--- src/hw/dcache_pkg.sv ---
`default_nettype none

package dcache_pkg;

    ////////////////////
    // Widths
    ////////////////////

    parameter int addr_w = 32;              // Processor address width

    typedef logic [63:0] line_data_t;       // One cached line, a single 64-bit word
    typedef logic [3:0]  mem_tag_t;         // Memory transaction tag, 0 means none

    ////////////////////
    // Bus commands
    ////////////////////

    // Same encoding the memory bus has always used
    typedef enum logic [1:0] {
        bus_none  = 2'h0,
        bus_load  = 2'h1,
        bus_store = 2'h2
    } bus_cmd_t;

    ////////////////////
    // Execute stage side
    ////////////////////

    // Held as a level until rsp.valid is seen
    typedef struct packed {
        bus_cmd_t           command;        // Load, store or nothing
        logic [addr_w-1:0]  addr;           // Word address, low bits ignored
        line_data_t         data;           // Store data
    } dcache_req_t;

    typedef struct packed {
        line_data_t data;                   // Load data, or the stored word
        logic       valid;                  // Request finished this cycle
    } dcache_rsp_t;

    ////////////////////
    // Memory side
    ////////////////////

    typedef struct packed {
        bus_cmd_t           command;        // Held until response is nonzero
        logic [addr_w-1:0]  addr;           // Line aligned
        line_data_t         data;           // Write-through data
    } mem_req_t;

    typedef struct packed {
        mem_tag_t   response;               // Nonzero in the acceptance cycle
        line_data_t data;                   // Load data, valid with tag
        mem_tag_t   tag;                    // Nonzero when data for that transaction returns
    } mem_rsp_t;

    // Controller states
    typedef enum logic [2:0] {
        idle,
        load_req,
        load_wait,
        store_req,
        done
    } ctrl_state_t;

endpackage

`default_nettype wire

--- src/hw/dcache_array.sv ---
`default_nettype none
`timescale 1ns/1ps

module dcache_array #(
    parameter int cache_lines      = 32,   // Power of two
    parameter int cached_addr_bits = 16    // Width of the cached address window
) (
    input  wire logic                          clock,
    input  wire logic                          reset,

    // Lookup address from the request
    input  wire logic [dcache_pkg::addr_w-1:0] addr,

    // Line write from the controller
    input  wire logic                          fill,
    input  wire dcache_pkg::line_data_t        fill_data,

    // Lookup result
    output logic                               hit,
    output dcache_pkg::line_data_t             rd_data
);

    ////////////////////
    // Address split
    ////////////////////

    localparam int index_w = $clog2(cache_lines);
    localparam int tag_w   = cached_addr_bits - 3 - index_w;   // 3 offset bits below the index

    logic [index_w-1:0] addr_index;
    logic [tag_w-1:0]   addr_tag;

    // Only the cached window matters, upper bits alias
    assign {addr_tag, addr_index} = addr[cached_addr_bits-1:3];

    ////////////////////
    // Line storage
    ////////////////////

    typedef struct packed {
        logic                   valid;      // Line holds memory data
        logic [tag_w-1:0]       tag;        // Upper part of the cached window
        dcache_pkg::line_data_t data;       // The 8-byte line
    } entry_t;

    entry_t entries [cache_lines];

    entry_t cur_entry;                      // Entry picked by the index

    assign cur_entry = entries[addr_index];

    // Tag compare
    assign hit     = cur_entry.valid && (cur_entry.tag == addr_tag);
    assign rd_data = cur_entry.data;        // Read is combinational, used on hit and in done

    // Write port
    always_ff @(posedge clock) begin
        if (reset) begin
            for (int i = 0; i < cache_lines; i++) begin
                entries[i].valid <= 1'b0;   // Tags and data keep whatever they had
            end
        end else if (fill) begin
            // Whole line replaced, both for miss fill and store allocate
            entries[addr_index].valid <= 1'b1;
            entries[addr_index].tag   <= addr_tag;
            entries[addr_index].data  <= fill_data;
        end
    end

endmodule

`default_nettype wire

--- src/hw/dcache_mem_tracker.sv ---
`default_nettype none
`timescale 1ns/1ps

module dcache_mem_tracker (
    input  wire logic                 clock,
    input  wire logic                 reset,

    // Load accepted this cycle
    input  wire logic                 capture,

    // Memory response bus
    input  wire dcache_pkg::mem_rsp_t mem_rsp,

    // Data for our transaction is on the bus
    output logic                      data_here
);

    ////////////////////
    // Held tag
    ////////////////////

    dcache_pkg::mem_tag_t held_tag;         // Tag memory gave the outstanding load
    logic                 tag_live;         // A nonzero tag is held

    assign tag_live = (held_tag != '0);

    // Tag 0 never matches, the bus idles at 0
    assign data_here = tag_live && (mem_rsp.tag == held_tag);

    always_ff @(posedge clock) begin
        if (reset) begin
            held_tag <= '0;
        end else if (capture) begin
            held_tag <= mem_rsp.response;   // Nonzero by definition of acceptance
        end else if (data_here) begin
            // Drop the tag once the data is taken
            // so a later reuse of the same number by memory cannot match
            held_tag <= '0;
        end
    end

endmodule

`default_nettype wire

--- src/hw/dcache_ctrl.sv ---
`default_nettype none
`timescale 1ns/1ps

module dcache_ctrl (
    input  wire logic                   clock,
    input  wire logic                   reset,

    // Execute stage
    input  wire dcache_pkg::dcache_req_t req,

    // From the array
    input  wire logic                   hit,
    input  wire dcache_pkg::line_data_t rd_data,

    // From the tracker
    input  wire logic                   data_here,

    // Memory response bus
    input  wire dcache_pkg::mem_rsp_t   mem_rsp,

    // Memory command bus
    output dcache_pkg::mem_req_t        mem_req,

    // To the tracker
    output logic                        capture,

    // To the array
    output logic                        fill,
    output dcache_pkg::line_data_t      fill_data,

    // Back to execute
    output dcache_pkg::dcache_rsp_t     rsp,
    output logic                        stall
);

    ////////////////////
    // Request decode
    ////////////////////

    dcache_pkg::ctrl_state_t state, state_next;

    logic is_load;                          // Execute wants a load
    logic is_store;                         // Execute wants a store
    logic accepted;                         // Memory took the held command

    assign is_load  = (req.command == dcache_pkg::bus_load);
    assign is_store = (req.command == dcache_pkg::bus_store);
    assign accepted = (mem_rsp.response != '0);

    ////////////////////
    // Bus side
    ////////////////////

    always_comb begin
        mem_req.addr    = {req.addr[dcache_pkg::addr_w-1:3], 3'b000};  // Line aligned
        mem_req.data    = req.data;         // Only meaningful with bus_store
        mem_req.command = dcache_pkg::bus_none;
        if (state == dcache_pkg::load_req) begin
            mem_req.command = dcache_pkg::bus_load;
        end else if (state == dcache_pkg::store_req) begin
            mem_req.command = dcache_pkg::bus_store;
        end
    end

    // Tag is only worth keeping for loads, stores get no data back
    assign capture = (state == dcache_pkg::load_req) && accepted;

    // Line write on fill return or on store acceptance
    assign fill = ((state == dcache_pkg::load_wait) && data_here) ||
                  ((state == dcache_pkg::store_req) && accepted);

    // Fill source, store data or returning memory data
    assign fill_data = (state == dcache_pkg::store_req) ? req.data : mem_rsp.data;

    ////////////////////
    // Response side
    ////////////////////

    always_comb begin
        rsp.data  = rd_data;                // Array read at the request address
        rsp.valid = 1'b0;
        if (state == dcache_pkg::done) begin
            rsp.valid = 1'b1;               // Filled or stored line is in the array now
        end else if (state == dcache_pkg::idle) begin
            rsp.valid = is_load && hit;     // Same-cycle hit
        end
    end

    // Request present and not answered
    assign stall = (is_load || is_store) && !rsp.valid;

    ////////////////////
    // FSM
    ////////////////////

    always_comb begin
        state_next = state;
        case (state)
            dcache_pkg::idle: begin
                if (is_store) begin
                    state_next = dcache_pkg::store_req;     // Every store goes to memory
                end else if (is_load && !hit) begin
                    state_next = dcache_pkg::load_req;
                end
            end
            dcache_pkg::load_req: begin
                if (accepted) state_next = dcache_pkg::load_wait;  // Refused, keep holding
            end
            dcache_pkg::load_wait: begin
                if (data_here) state_next = dcache_pkg::done;
            end
            dcache_pkg::store_req: begin
                if (accepted) state_next = dcache_pkg::done;
            end
            dcache_pkg::done: begin
                state_next = dcache_pkg::idle;              // Next request arrives now
            end
            default: begin
                state_next = dcache_pkg::idle;
            end
        endcase
    end

    always_ff @(posedge clock) begin
        if (reset) begin
            state <= dcache_pkg::idle;
        end else begin
            state <= state_next;
        end
    end

endmodule

`default_nettype wire

--- src/hw/dcache_top.sv ---
`default_nettype none
`timescale 1ns/1ps

module dcache_top #(
    parameter int cache_lines      = 32,   // Number of lines, power of two
    parameter int cached_addr_bits = 16    // Cached physical window
) (
    input  wire logic                    clock,
    input  wire logic                    reset,

    // Execute stage
    input  wire dcache_pkg::dcache_req_t req,
    output dcache_pkg::dcache_rsp_t      rsp,
    output logic                         stall,

    // Memory bus
    input  wire dcache_pkg::mem_rsp_t    mem_rsp,
    output dcache_pkg::mem_req_t         mem_req
);

    ////////////////////
    // Internal wires
    ////////////////////

    logic                   hit;            // Array lookup result
    dcache_pkg::line_data_t rd_data;        // Indexed line
    logic                   fill;           // Line write strobe
    dcache_pkg::line_data_t fill_data;      // Memory data or store data
    logic                   capture;        // Load accepted by memory
    logic                   data_here;      // Our load data is on the bus

    // Sequencing
    dcache_ctrl ctrl_i (
        .clock     (clock),
        .reset     (reset),
        .req       (req),
        .hit       (hit),
        .rd_data   (rd_data),
        .data_here (data_here),
        .mem_rsp   (mem_rsp),
        .mem_req   (mem_req),
        .capture   (capture),
        .fill      (fill),
        .fill_data (fill_data),
        .rsp       (rsp),
        .stall     (stall)
    );

    // Storage, looked up with the live request address
    dcache_array #(
        .cache_lines      (cache_lines),
        .cached_addr_bits (cached_addr_bits)
    ) array_i (
        .clock     (clock),
        .reset     (reset),
        .addr      (req.addr),
        .fill      (fill),
        .fill_data (fill_data),
        .hit       (hit),
        .rd_data   (rd_data)
    );

    // Outstanding load tag
    dcache_mem_tracker tracker_i (
        .clock     (clock),
        .reset     (reset),
        .capture   (capture),
        .mem_rsp   (mem_rsp),
        .data_here (data_here)
    );

endmodule

`default_nettype wire

--- config.mk ---
export PLATFORM = sky130hd
export DESIGN_NAME = dcache_top
export DESIGN_NICKNAME = d
export VERILOG_FILES = /design/src/hw/dcache_pkg.sv /design/src/hw/dcache_array.sv /design/src/hw/dcache_mem_tracker.sv /design/src/hw/dcache_ctrl.sv /design/src/hw/dcache_top.sv
export SDC_FILE = /design/constraint.sdc
export NUM_CORES = 2
export LEC_CHECK = 0
export CAP_MARGIN = 20
export CORE_MARGIN = 2
export CORE_UTILIZATION = 55
export CTS_CLUSTER_DIAMETER = 40
export DETAILED_ROUTE_END_ITERATION = 6
export DONT_BUFFER_PORTS = 1
export GPL_ROUTABILITY_DRIVEN = 0
export PLACE_DENSITY = 0.7
export SETUP_SLACK_MARGIN = 0.3
export SLEW_MARGIN = 15
export SYNTH_ARGS = -nofsm -noshare
export SYNTH_HDL_FRONTEND = slang
export SYNTH_SLANG_ARGS = --single-unit
--- constraint.sdc ---
create_clock -name clock -period 8.15 [get_ports clock]
set_clock_uncertainty 0.15 [all_clocks]
set_input_delay 0.815 -clock clock [delete_from_list [all_inputs] [get_ports clock]]
set_output_delay 0.815 -clock clock [all_outputs]
set_load 0.02 [all_outputs]
==> flow_metrics.tcl <==
set metrics [dict create \
    netlist_area_sq_um 89400 \
    max_freq_ghz 0.176 \
    synthCells 4065 \
    grt_pass1_wl_um 309000 \
    arrival_ps 4710 \
    p_total_mw 26.9 \
    synth.avg_cell_area_sq_um 22.0 \
    worstPathMaxFanout 124 \
    fin_crit_sh 0.696 \
    cts_buffer_depth 4 \
    fp.dieW_um 407 \
    numPortBuffers 0 \
    die-area_sq_um 166000 \
    vias_per_cell 6.61 \
    synth_ff_type "edfxtp_1" \
    drive_gt1_frac 0.255 \
    die_h_um 407 \
    max_cap_viol_count 0 \
    holdBufCountCts 13 \
    relSlewSlack 0.111 \
    rsz0062_at_grt "false" \
    layout_common_cells "edfxtp_1 (2,304), mux4_2 (534), clkbuf_16 (298), a22oi_1 (276), nand2_1 (202)" \
    cts_tree "built" \
    hold_violations 0 \
    finalSetupTns_ps 0 \
    peakVddDrop_uv 246 \
    power_density_nw_per_um2 266 \
    cts_num_sinks 2343 \
    synth-edff-count 2304 \
    grt.total_usage 0.261 \
    min_path_cells 1 \
    placed_cell_area_sq_um 91400 \
    grt_overflow 0 \
    synth_cell_types 47 \
    start_util 0.556 \
    r2r-start "tracker_i.held_tag[1]$_SDFFE_PP0P_" \
    wl_um 217000 \
    setup_viol 0 \
    status "finished clean" \
    io_pins 336 \
    core_area_sq_um 161000 \
    wl_per_cell_um 33.3 \
    worstMarginPinSlew_ps 1330 \
    fin_nets 4323 \
    endpoint_kind "output pin" \
    drc 0 \
    fillCellCount 10500 \
    maxSlewViolCount 0 \
    ant_nets 0 \
    syn_to_final_growth_pct 13.3 \
    vias 43100 \
    critPathLaunchType "input port" \
    drt_iter0_drc 5456 \
    async_reset_ff_frac 0 \
    cts-buffers-inserted 295 \
    drt_pass1_iterations 5 \
    postCtsSetupBuffers 0 \
    fin_area_sq_um 101000 \
    period_needed_ps 5670 \
    p_leak_nw 31.6 \
    dp_hpwl_um 100000 \
    cts_resized 0 \
    insertion_delay_ps 920 \
    grt_pass1_vias 43400 \
    ys_seq_area_frac 0.782 \
    grt_max_degree 630 \
    hp-class "in2reg" \
    htreeDepth 5 \
    worstHoldStart "req[78]" \
    clkTransAtPathRegs_ps 60 \
    cp_data_required_time_ps 7180 \
    ys_ff_latch 2343 \
    rrSetupSlack_ps 4050 \
    r2r_end "array_i.entries[4][34]$_DFFE_PP_" \
    hold-path-endpoint "array_i.entries[7][70]$_DFFE_PP_" \
    root_buffer "clkbuf_16" \
    rows 147 \
    crit_type "in2out" \
    yosys_warnings 0 \
    worstRegToRegCells 9 \
    antenna_found_initial 2 \
    final_common_cell "edfxtp_1" \
]
==> layer usage <==
| layer | part of all wire | global-route usage |
|---|---|---|
| met5 | 0.000055 | 0 |
| met2 | 0.50 | 0.425 |
| met4 | 0.025 | 0.0727 |
| met1 | 0.38 | 0.363 |
| met3 | 0.094 | 0.0521 |
==> synth_stat cells (3+ instances only) <==
cell type  number  share of area
nor3b_1         4        0.00034
nor2_1         40         0.0017
o22ai_1        72         0.0050
nor4_1         10        0.00070
nand4_1        70         0.0049
buf_6           3        0.00038
buf_4         102         0.0086
nand3b_1        5        0.00042
mux4_2        534           0.13
clkbuf_1      117         0.0049
dfxtp_1        39         0.0087
xnor2_1        10        0.00098
buf_1          23        0.00097
a22oi_1       276          0.023
or4bb_1         5        0.00063
nor3_1          3        0.00017
or4b_1          4        0.00045
inv_1          36         0.0015
buf_2          78         0.0044
nand2_1       202         0.0085
nand4b_1        4        0.00039
and3b_1         3        0.00029
nand3_1         3        0.00017
mux2i_1        80         0.0090
mux4_1         10         0.0029
edfxtp_1     2304           0.77
==> power breakdown <==
group	switching, mW	internal (mW)
Clock	4.96	7.42
Combinational	0.755	0.361
Sequential	0.00714	13.4
==> flip-flops by register name, indices dropped and copies added, names as in the netlist <==
register / cells
tracker_i.held_tag: 4
array_i.entries: 2336
ctrl_i.state: 3
==> metrics by stage <==
step / hold slack (ps) / setup slack [ps] / utilization / std cells
after detailed placement: 301 / 3280 / 0.568 / 5978
after global placement: 294 / 3310 / 0.568 / 5977
after global routing: 30.8 / 2230 / 0.629 / 6516
after floorplan: 287 / 2110 / - / 4067
after CTS: 3.60 / 3250 / 0.626 / 6495
final: 60.9 / 2480 / 0.629 / 6517
==> worst max-delay path: stages <==
cell     delay (ps)
buf_16          600
buf_16          700
buf_16          740
mux4_2          610
a22oi_1         240
nand4_1         630
==> cells by family (layout without fill, tap and decap cells) <==
group | after synthesis | count (layout) | share of synthesized area
XOR/XNOR | 12 | 12 | 0.00118
AND/OR/NAND/NOR | 366 | 366 | 0.0197
flip-flops | 2343 | 2343 | 0.782
buffers and inverters | 360 | 649 | 0.0209
other | 1 | 4 | 0.0000419
adder cells (fa/ha/maj) | 2 | 2 | 0.000280
AO/OA/AOI/OAI | 357 | 357 | 0.0291
multiplexers | 624 | 624 | 0.146
==> final cells by class <==
| type | count | area, sq um | share of cell area |
|---|---|---|---|
| multi-input combinational | 1364 | 17900 | 0.176 |
| antenna | 1 | 2.50 | 0.0000247 |
| tap | 2160 | 2700 | 0.0267 |
| inverter | 36 | 138 | 0.00136 |
| clock inverter | 171 | 1700 | 0.0168 |
| sequential | 2343 | 70000 | 0.691 |
| timing repair buffer | 109 | 1310 | 0.0129 |
| clock buffer | 333 | 7590 | 0.0749 |
==> worst max path at each step <==
| stage | end | start | depth (start not counted) | slack (ps) |
|---|---|---|---|---|
| after CTS | stall | req[69] | 9 | 3250 |
| after floorplan | array_i.entries[11][0]$_DFFE_PP_ | req[67] | 9 | 2110 |
| final | rsp[2] | req[67] | 6 | 2480 |
| after global routing | rsp[39] | req[67] | 6 | 2230 |
| after detailed placement | stall | req[69] | 9 | 3280 |
| after global placement | stall | req[69] | 9 | 3310 |
(Power assumes the default switching activity.)
